## src/hw/sifhHistogram_params.svh

```systemverilog
`ifndef SIFH_HISTOGRAM_PARAMS_SVH
`define SIFH_HISTOGRAM_PARAMS_SVH

// histogram geometry

// bin index width
`define NB 6

// one register per bin, 2**NB of them
`define NUM_BINS 64

// count width per bin, saturates at all ones
`define PEAK_MAX 21

// hit time code from the TDC
`define TDC_W 10

// acquisition-end strobes that make up one frame
`define NUM_ACQ 8

`endif

```

## src/hw/histoCtrlPkg.sv

```systemverilog
// control encodings for mapping and readout
package histoCtrlPkg;

    // coarse spans the full time range, fine is a window at an offset
    typedef enum logic {
        COARSE,
        FINE
    } histMode_e;

    // readout sequencer states
    typedef enum logic [2:0] {
        IDLE,   // collecting hits
        DRAIN,  // let in-flight hits land
        SWEEP,  // issue one read per bin
        PEAK,   // wait for last read word
        CLEAR   // report peak, wipe bins
    } readState_e;

endpackage

```

## src/hw/histoDataPkg.sv

```systemverilog
`include "sifhHistogram_params.svh"

// data widths shared by the histogram datapath
package histoDataPkg;

    // index of one histogram bin
    typedef logic [`NB-1:0] binAddr_t;

    // hits collected in one bin
    typedef logic [`PEAK_MAX-1:0] binCount_t;

    // raw arrival time of a photon hit
    typedef logic [`TDC_W-1:0] timeCode_t;

endpackage

```

## src/hw/acqFrameCounter.sv

```systemverilog
`timescale 1ns/1ps
`include "sifhHistogram_params.svh"

module acqFrameCounter (
    input  logic clk,
    input  logic res,
    input  logic acqEnd,
    input  logic busy,
    output logic frameDone,
    output logic nextFlag
);

    localparam int CW = ($clog2(`NUM_ACQ) > 0) ? $clog2(`NUM_ACQ) : 1;

    logic [CW-1:0] acqCnt;
    logic lastAcq;

    assign lastAcq = (acqCnt == CW'(`NUM_ACQ - 1));

    always_ff @(posedge clk or negedge res) begin
        if (!res) begin
            acqCnt    <= '0;
            frameDone <= 1'b0;
            nextFlag  <= 1'b0;
        end else begin
            frameDone <= 1'b0;
            // strobes during readout do not count
            if (acqEnd && !busy) begin
                if (lastAcq) begin
                    acqCnt    <= '0;
                    frameDone <= 1'b1;
                    nextFlag  <= ~nextFlag;   // flips once per frame
                end else begin
                    acqCnt <= acqCnt + 1'b1;
                end
            end
        end
    end

endmodule

```

## src/hw/binMapper.sv

```systemverilog
`timescale 1ns/1ps
`include "sifhHistogram_params.svh"

module binMapper (
    input  logic                    clk,
    input  logic                    res,
    input  logic                    hit,
    input  histoDataPkg::timeCode_t hitTime,
    input  histoCtrlPkg::histMode_e mode,
    input  histoDataPkg::timeCode_t fineOffset,
    input  logic                    busy,
    output logic                    incValid,
    output histoDataPkg::binAddr_t  incAddr
);

    logic [`TDC_W:0] fineDiff;          // one extra bit catches hitTime < fineOffset
    logic fineInWin;
    histoDataPkg::binAddr_t coarseBin;
    histoDataPkg::binAddr_t mapBin;
    logic mapOk;

    // coarse keeps the top bits of the code
    assign coarseBin = hitTime[`TDC_W-1 -: `NB];

    // negative difference wraps above the window and fails the check too
    assign fineDiff  = {1'b0, hitTime} - {1'b0, fineOffset};
    assign fineInWin = (fineDiff < `NUM_BINS);

    always_comb begin
        if (mode == histoCtrlPkg::FINE) begin
            mapBin = fineDiff[`NB-1:0];
            mapOk  = fineInWin;
        end else begin
            mapBin = coarseBin;
            mapOk  = 1'b1;                // full range, nothing dropped
        end
    end

    always_ff @(posedge clk or negedge res) begin
        if (!res) begin
            incValid <= 1'b0;
        end else begin
            incValid <= hit && !busy && mapOk;  // readout blocks new hits
        end
    end

    always_ff @(posedge clk) begin
        if (hit) begin
            incAddr <= mapBin;
        end
    end

endmodule

```

## src/hw/hisBuilderReg.sv

```systemverilog
`timescale 1ns/1ps
`include "sifhHistogram_params.svh"

module hisBuilderReg (
    input  logic                    clk,
    input  logic                    res,
    input  logic                    incValid,
    input  histoDataPkg::binAddr_t  incAddr,
    input  logic                    rdValid,
    input  histoDataPkg::binAddr_t  rdAddr,
    input  logic                    clearAll,
    output logic                    updValid,
    output histoDataPkg::binAddr_t  updAddr,
    output histoDataPkg::binCount_t updCount,
    output logic                    rdDataValid,
    output histoDataPkg::binCount_t rdCount
);

    histoDataPkg::binCount_t binCnt [`NUM_BINS];
    logic [`NUM_BINS-1:0] binVld;       // set on first hit, cleared per frame
    histoDataPkg::binCount_t curCount;
    histoDataPkg::binCount_t nextCount;

    assign curCount = binCnt[incAddr];

    // stale words behind a clear valid bit are never added to
    always_comb begin
        if (!binVld[incAddr]) begin
            nextCount = histoDataPkg::binCount_t'(1);
        end else if (&curCount) begin
            nextCount = curCount;         // saturated
        end else begin
            nextCount = curCount + 1'b1;
        end
    end

    // valid bits, wiped in one cycle at the end of a frame
    always_ff @(posedge clk or negedge res) begin
        if (!res) begin
            binVld <= '0;
        end else if (clearAll) begin
            binVld <= '0;
        end else if (incValid) begin
            binVld[incAddr] <= 1'b1;
        end
    end

    // count array written in place, so back-to-back hits chain
    always_ff @(posedge clk) begin
        if (incValid) begin
            binCnt[incAddr] <= nextCount;
        end
    end

    always_ff @(posedge clk or negedge res) begin
        if (!res) begin
            updValid    <= 1'b0;
            rdDataValid <= 1'b0;
        end else begin
            updValid    <= incValid;
            rdDataValid <= rdValid;
        end
    end

    always_ff @(posedge clk) begin
        if (incValid) begin
            updAddr  <= incAddr;
            updCount <= nextCount;        // new value goes to the peak tracker
        end
        if (rdValid) begin
            rdCount <= binVld[rdAddr] ? binCnt[rdAddr] : '0;  // empty bin reads 0
        end
    end

endmodule

```

## src/hw/histoReadout.sv

```systemverilog
`timescale 1ns/1ps
`include "sifhHistogram_params.svh"

module histoReadout (
    input  logic                    clk,
    input  logic                    res,
    input  logic                    frameDone,
    input  logic                    rdDataValid,
    input  histoDataPkg::binCount_t rdCount,
    input  histoDataPkg::binAddr_t  peakAddr,
    input  histoDataPkg::binCount_t peakCount,
    output logic                    busy,
    output logic                    rdValid,
    output histoDataPkg::binAddr_t  rdAddr,
    output logic                    clearAll,
    output logic                    binValid,
    output histoDataPkg::binAddr_t  binAddr,
    output histoDataPkg::binCount_t binCount,
    output logic                    peakValid,
    output histoDataPkg::binAddr_t  peakOut,
    output histoDataPkg::binCount_t peakCountOut
);

    localparam int DRAIN_LAST = 1;       // two drain cycles

    histoCtrlPkg::readState_e state;
    histoDataPkg::binAddr_t addrCnt;     // drain count, then read address
    histoDataPkg::binAddr_t retAddr;     // address of the word coming back

    always_ff @(posedge clk or negedge res) begin
        if (!res) begin
            state     <= histoCtrlPkg::IDLE;
            addrCnt   <= '0;
            peakValid <= 1'b0;
        end else begin
            peakValid <= (state == histoCtrlPkg::PEAK);
            case (state)
                histoCtrlPkg::IDLE: begin
                    addrCnt <= '0;
                    if (frameDone) begin
                        state <= histoCtrlPkg::DRAIN;
                    end
                end
                histoCtrlPkg::DRAIN: begin
                    if (addrCnt == histoDataPkg::binAddr_t'(DRAIN_LAST)) begin
                        state   <= histoCtrlPkg::SWEEP;
                        addrCnt <= '0;
                    end else begin
                        addrCnt <= addrCnt + 1'b1;
                    end
                end
                histoCtrlPkg::SWEEP: begin
                    addrCnt <= addrCnt + 1'b1;  // wraps to 0 after the last bin
                    if (addrCnt == histoDataPkg::binAddr_t'(`NUM_BINS - 1)) begin
                        state <= histoCtrlPkg::PEAK;
                    end
                end
                histoCtrlPkg::PEAK:  state <= histoCtrlPkg::CLEAR;  // last word returns here
                histoCtrlPkg::CLEAR: state <= histoCtrlPkg::IDLE;
                default:             state <= histoCtrlPkg::IDLE;
            endcase
        end
    end

    // peak is final once the sweep is done, latch it with the strobe
    always_ff @(posedge clk) begin
        if (state == histoCtrlPkg::PEAK) begin
            peakOut      <= peakAddr;
            peakCountOut <= peakCount;
        end
        if (rdValid) begin
            retAddr <= rdAddr;
        end
    end

    assign busy     = (state != histoCtrlPkg::IDLE);
    assign rdValid  = (state == histoCtrlPkg::SWEEP);
    assign rdAddr   = addrCnt;
    assign clearAll = (state == histoCtrlPkg::CLEAR);
    assign binValid = rdDataValid;
    assign binAddr  = retAddr;
    assign binCount = rdCount;

endmodule

```

## src/hw/peakTracker.sv

```systemverilog
`timescale 1ns/1ps
`include "sifhHistogram_params.svh"

module peakTracker (
    input  logic                    clk,
    input  logic                    res,
    input  logic                    updValid,
    input  histoDataPkg::binAddr_t  updAddr,
    input  histoDataPkg::binCount_t updCount,
    input  logic                    clearAll,
    output histoDataPkg::binAddr_t  peakAddr,
    output histoDataPkg::binCount_t peakCount
);

    logic newPeak;

    // strictly greater, so a tie keeps the bin that got there first
    assign newPeak = updValid && (updCount > peakCount);

    always_ff @(posedge clk or negedge res) begin
        if (!res) begin
            peakAddr  <= '0;
            peakCount <= '0;
        end else if (clearAll) begin
            peakAddr  <= '0;               // fresh frame
            peakCount <= '0;
        end else if (newPeak) begin
            peakAddr  <= updAddr;
            peakCount <= updCount;
        end
    end

endmodule

```

## src/hw/sifhHistogram.sv

```systemverilog
`timescale 1ns/1ps
`include "sifhHistogram_params.svh"

module sifhHistogram (
    input  logic                    clk,
    input  logic                    res,
    input  logic                    hit,
    input  histoDataPkg::timeCode_t hitTime,
    input  histoCtrlPkg::histMode_e mode,
    input  histoDataPkg::timeCode_t fineOffset,
    input  logic                    acqEnd,
    output logic                    binValid,
    output histoDataPkg::binAddr_t  binAddr,
    output histoDataPkg::binCount_t binCount,
    output logic                    peakValid,
    output histoDataPkg::binAddr_t  peakAddr,
    output histoDataPkg::binCount_t peakCount,
    output logic                    nextFlag,
    output logic                    busy
);

    logic                    incValid;
    histoDataPkg::binAddr_t  incAddr;
    logic                    updValid;
    histoDataPkg::binAddr_t  updAddr;
    histoDataPkg::binCount_t updCount;
    logic                    rdValid;
    histoDataPkg::binAddr_t  rdAddr;
    logic                    rdDataValid;
    histoDataPkg::binCount_t rdCount;
    logic                    clearAll;
    logic                    frameDone;
    histoDataPkg::binAddr_t  trkAddr;    // running peak inside the tracker
    histoDataPkg::binCount_t trkCount;

    binMapper uBinMapper (
        .clk(clk), .res(res), .hit(hit), .hitTime(hitTime), .mode(mode),
        .fineOffset(fineOffset), .busy(busy), .incValid(incValid), .incAddr(incAddr)
    );

    hisBuilderReg uBuilder (
        .clk(clk), .res(res), .incValid(incValid), .incAddr(incAddr),
        .rdValid(rdValid), .rdAddr(rdAddr), .clearAll(clearAll),
        .updValid(updValid), .updAddr(updAddr), .updCount(updCount),
        .rdDataValid(rdDataValid), .rdCount(rdCount)
    );

    acqFrameCounter uFrameCnt (
        .clk(clk), .res(res), .acqEnd(acqEnd), .busy(busy),
        .frameDone(frameDone), .nextFlag(nextFlag)
    );

    peakTracker uPeak (
        .clk(clk), .res(res), .updValid(updValid), .updAddr(updAddr),
        .updCount(updCount), .clearAll(clearAll),
        .peakAddr(trkAddr), .peakCount(trkCount)
    );

    histoReadout uReadout (
        .clk(clk), .res(res), .frameDone(frameDone), .rdDataValid(rdDataValid),
        .rdCount(rdCount), .peakAddr(trkAddr), .peakCount(trkCount),
        .busy(busy), .rdValid(rdValid), .rdAddr(rdAddr), .clearAll(clearAll),
        .binValid(binValid), .binAddr(binAddr), .binCount(binCount),
        .peakValid(peakValid), .peakOut(peakAddr), .peakCountOut(peakCount)
    );

endmodule

```

## config.mk

```make
export PLATFORM = sky130hd
export DESIGN_NAME = sifhHistogram
export DESIGN_NICKNAME = d
export VERILOG_FILES = /design/src/hw/histoCtrlPkg.sv /design/src/hw/histoDataPkg.sv /design/src/hw/acqFrameCounter.sv /design/src/hw/binMapper.sv /design/src/hw/hisBuilderReg.sv /design/src/hw/histoReadout.sv /design/src/hw/peakTracker.sv /design/src/hw/sifhHistogram.sv
export VERILOG_INCLUDE_DIRS = /design/src /design/src/hw
export SDC_FILE = /design/constraint.sdc
export NUM_CORES = 2
export LEC_CHECK = 0
export BUFFER_PORTS_ARGS = -buffer_cell sky130_fd_sc_hd__buf_2
export CAP_MARGIN = 10
export CORE_MARGIN = 1.5
export CORE_UTILIZATION = 55
export DETAILED_ROUTE_END_ITERATION = 8
export PLACE_DENSITY = 0.82
export SLEW_MARGIN = 30
export SYNTH_ARGS = -nofsm -noshare
export SYNTH_HDL_FRONTEND = slang
export SYNTH_SLANG_ARGS = --single-unit
export TNS_END_PERCENT = 5
```

## constraint.sdc

```tcl
create_clock -name clk -period 17.55 [get_ports clk]
set_input_delay 3.51 -clock clk [delete_from_list [all_inputs] [get_ports clk]]
set_output_delay 3.51 -clock clk [all_outputs]
set_load 0.02 [all_outputs]
```

# Word-level counts from Yosys, hierarchy flattened
# Memory sizes are Yosys's and may differ from the RTL's. A register that Yosys moved wholly into a read port is not among the register bits.
# Index checks and enable logic that the tools add are counted.
# word_totals
ff_bits	175
ram_bits	1344
input_bits	25
output_inout_bits	58
word_cells	83
n_memories	1
# op_classes
add_sub_neg	4
n_lt_le_gt_ge	5
n_eq_ne	10
mux	28
n_bitwise	2
n_reduce_logical	15
# mem_list
name	words	word_bits	read_ports	rd_ports_with_merged_regs	wr	line	source
uBuilder.binCnt	64	21	2	2	1	hisBuilderReg.sv:19	histoDataPkg::binCount_t binCnt [`NUM_BINS];
# op_table
cell	n
$mux W64	2
$mux W21	4
$or A64 B64 Y64	1
$mux W6	5
$add A21 B1 Y21 const B	1
$gt A21 B21 Y1	1
$reduce_and A21 Y1	1
$pmux W6 S3	1
$lt A6 B7 Y1 const B	2
$bmux W1 S6	2
$mux W3	4
$pmux W3 S4	1
$lt A11 B7 Y1 const B	1
$sub A10 B10 Y11	1
$mux W1	8
$add A6 B1 Y6 const B	1
$demux W1 S6	1
$eq A3 B2 Y1 const B	2
$eq A3 B3 Y1 const B	2
$eq A6 B1 Y1 const B	1
$eq A6 B6 Y1 const B	1
$ge A6 B1 Y1 const B	1
$reduce_bool A3 Y1	2
$logic_and A1 B1 Y1	5
10 further kinds	13

# Longest topological paths before layout
# depth
word_depth	7
mapped_depth	19
mapped_depth_nobuf	13

# By module
# A second synthesis with hierarchy kept.
# unflattened
cells_unflattened	4332
area_unflattened_um2	73601.8
# by_module_without_submodules
mod	n_inst	cells_per_inst	area_each_um2	seq_area_each_um2
hisBuilderReg	1	3850	68588.3	43451.7
peakTracker	1	256	2263.4	675.6
histoReadout	1	118	1730.4	1241.2
binMapper	1	92	780.7	205.2
acqFrameCounter	1	16	239.0	125.1

# Worst setup path after synthesis
# Ideal clock, no wire load.
# synth_path
kind	flip-flop to flip-flop
start	reg uBinMapper.incAddr[1]
end	mem uBuilder.binCnt[0][11] in the netlist's numbering (data pin)
arrival_time_ns	5.283
required_ns	16.821
slack_ns	11.538
stages_incl_launch_ff	11
path_buffers	3
synth_period_minus_slack_ns	6.012
cell_sequence	edfxtp_1 > buf_2 > buf_2 > nand2b_1 > o22ai_1 > a221oi_1 > nor2_1 > or4_1 > or4_1 > clkbuf_1 > a211oi_1
# synth_via
elab_chain_cells	3
# synth_rtl
item	line	source
from (decl)	binMapper.sv:13	output histoDataPkg::binAddr_t incAddr
from (signal assigned)	binMapper.sv:49	incAddr <= mapBin;
$bmux W1 S6	hisBuilderReg.sv:28	if (!binVld[incAddr]) begin
$mux W1 (implied by the code)	hisBuilderReg.sv:28	
$mux W21	hisBuilderReg.sv:28	
via uBuilder.nextCount[11]	hisBuilderReg.sv:22	histoDataPkg::binCount_t nextCount;
to (decl)	hisBuilderReg.sv:19	
# The timed path passes the listed nets, and every way through them passes these cells. The select of a mux whose other input is x is not followed.

==> results.toml <==
[worst_setup_path]
worst-r2r-setup-slack_ns = 9.96
crit_path_end_kind = "register"
crit_buf_inv = 5
r2r_cells = 15
cp-start-kind = "register"
crit_fanout = 54
crit_chain = "buf_4, buf_6, buf_4, buf_4, mux4_2, mux2i_1, a211o_1, a21oi_1, a31oi_1, nand4b_4, nor4_4, or2b_1, xnor2_1, nor2_4, buf_16"
timing.critical_path.arrival_ns = 8.22
crit_path_frequent_cell = "buf_4"
crit_type = "reg2reg"
cp_top_family = "buffers and inverters"
crit_slowest_cell = "nor4_4"
max_stage_delay_ns = 0.86
timing.rr.end = "uBuilder.binCnt[20][4]"
required_ns = 18.17

[yosys]
synth_edf_count = 1431
yosysWarnings = 0
synthArstFlopShare_pct = 7.05
mappedNetlistArea_sq_um = 72000
avgSynthCellArea_sq_um = 19.7
ys_seq_elements = 1546
ys_seq_area_share_pct = 63.6
syn_inst = 3648
ys.flop_type = "edfxtp_1"
synth.net_count = 3710
ys_types = 89

[run_status]
status = "finished, final reports clean"

[power]
p_per_area_nw_per_um2 = 136
leakage_nw = 25.7
peakVddDrop_mv = 0.0982

[cts]
cts_root_buf = "clkbuf_16"
cts_tree = "yes"
clk_pin_slew_worst_paths_ns = 0.06
cts_setup_buffers = 0
cts_max_level = 4
cts_made_buffers = 153
clkLatencyLatePin_ns = 0.82
clock_path_buffers = 3
cts.repair.resized = 0
cts.sinks = 1546
cts_hold_buf = 0

[drt]
drc = 0
vias = 44100
routedWlPerCell_um = 41.0
firstDrtPassIters = 8
drt-total-wl_um = 231000
drtIter0Drc = 8886
ant_nets = 0
via_per_inst = 7.81

[place]
dpl.cell_count = 5358
dp_hpwl_um = 131000
place_area_sq_um = 75100
place.port_buffers = 82
routabilityCongestion = 0.941

[timing]
setup_violations = 0
finalClockSkew_ns = 0.0414
holdWs_ns = 0.466
worstMarginPinSlew_ns = 1.20
max_freq_mhz = 132
rsz0062_at_grt = "false"
final.setup.tns_ns = 0
finalCritPeriodShare_pct = 43.3
period_minus_slack_ns = 7.59
hold_viol = 0
slew_viol_final = 0
relSlewSlack_pct = 19.9

[cells_and_area]
final_common_cell = "edfxtp_1"
post-route-cell-area_sq_um = 80300
finalNonFillerCells = 5643
drive_gt1_share_pct = 36.2
layout_common_cells = "edfxtp_1, mux4_2, nor2_1"
utilization_pct = 61.9
area.growth.synth_to_final_pct = 11.5
nNetsFinal = 3838
n_fill_cell = 8397

[floorplanning]
die_area_sq_um = 133000
io-pin-count = 83
std_cell_rows = 132
start_util_pct = 55.5
die_x_um = 365
die-height_um = 365
fp.coreArea_sq_um = 130000

[min_path]
whs_path_depth = 0
min-delay-start = "uPeak.peakAddr[1]"
hold_path.class = "reg2reg"
hold-path-endpoint = "uReadout.peakOut[1]"

[global_route]
gr-total-overflow = 0
grt_max_degree = 139
grt_pass1_vias = 43400
grt_pass1_wl_um = 324000
grt_usage_pct = 35.2
grt_antenna_before_repair = 14

[run]
cap_violations = 0
per-stage QoR:
stage          power [mW]  worst slack [ns]
6_report             10.9              9.96
3_5_place_dp         7.51              9.92
2_1_floorplan        6.58             11.54
5_1_grt              11.1              9.63
4_1_cts              10.8              9.75
3_3_place_gp         7.36              9.89
sequential cells by signal (all words and copies together) (netlist names), 3 cells and up, named ones only:
signal / flops
uFrameCnt.acqCnt: 3
uBuilder.binCnt: 1344
uPeak.peakCount: 21
uBuilder.updCount: 21
uReadout.rdAddr: 6
uPeak.peakAddr: 6
uBinMapper.incAddr: 6
uBuilder.binVld: 64
uReadout.peakOut: 6
uReadout.state: 3
uBuilder.updAddr: 6
uReadout.binAddr: 6
uBuilder.rdCount: 21
uReadout.peakCountOut: 21
worst max path at each step:
stage,start,end,slack (ns),cells after the start
after floorplan,uBinMapper.incAddr[1],uBuilder.binCnt[0][11],11.54,10
after detailed placement,register,uBuilder.binCnt[41][9],9.92,14
after global routing,register,uBuilder.binCnt[0][6],9.63,14
after CTS,register,uBuilder.binCnt[5][9],9.75,14
after global placement,register,uBuilder.binCnt[0][6],9.89,14
final,register,uBuilder.binCnt[20][4],9.96,15
logic make-up (layout without fill, tap and decap cells):
| group | count (synthesis) | in the layout | share of synthesized area (%) |
|---|---|---|---|
| simple gates | 566 | 566 | 3.73 |
| flops | 1546 | 1546 | 63.6 |
| mux | 904 | 904 | 26.7 |
| buf+inv | 312 | 563 | 2.48 |
| compound gates | 260 | 260 | 2.49 |
| other cells | 0 | 2 | 0 |
| xor+xnor | 23 | 23 | 0.280 |
| fa+ha+maj | 37 | 37 | 0.653 |
where the power goes:
group | leakage, nW | switching [mW] | internal, mW
Combinational | 8.74 | 1.70 | 1.07
Clock | 2.44 | 1.45 | 1.87
Sequential | 14.6 | 0.170 | 4.64
synth_stat cells (6+ instances only):
cell type     n  share of area, %
edfxtp_1   1431                60
xnor2_1      16              0.19
buf_4        15              0.16
dfxtp_1       6              0.17
buf_6        27              0.42
nand3_1      33              0.23
a21oi_1      44              0.31
a32oi_1       6             0.073
a22oi_1      34              0.35
o22ai_1      46              0.40
a31oi_1      14              0.12
nor3_1       25              0.17
or3_1         6             0.052
nand3b_1     10              0.10
a221oi_1      6             0.073
ha_1         36              0.63
clkbuf_1    110              0.57
dfrtp_1     109               3.8
xor2_1        7             0.085
a21o_1       11              0.11
and2_1        8             0.070
buf_1        40              0.21
o221ai_1      9              0.11
nor2b_1      39              0.34
buf_2        47              0.33
mux2i_1      74               1.0
mux4_1       20              0.73
nand2b_1     17              0.15
mux4_2      787                25
nor2_1      284               1.5
or2_2         6             0.052
inv_1        49              0.26
nand2_1      93              0.48
mux2_2       23              0.36
o21ai_0      29              0.20
nand4_1       9             0.078
buf_12       15              0.42
a211oi_1     10              0.10
layout make-up:
type,instances,area [sq um],area share (%)
Clock buffer,189,4050,5.04
Inverter,53,200,0.249
Multi-Input combinational cell,1790,25100,31.3
Sequential cell,1546,45900,57.1
Tap cell,1742,2180,2.72
Timing Repair Buffer,232,1920,2.40
Antenna cell,2,5.00,0.00623
Clock inverter,89,933,1.16
routing by layer:
| metal | up-vias | track usage, % | routed length [um] |
|---|---|---|---|
| li1 | 15800 | - | - |
| met1 | 22300 | 44.1 | 70600 |
| met2 | 4893 | 52.1 | 104000 |
| met3 | 1125 | 13.7 | 39600 |
| met4 | 20 | 21.6 | 17300 |
| met5 | - | 0.436 | 189 |
No activity file was read; power rests on OpenSTA's default activity.
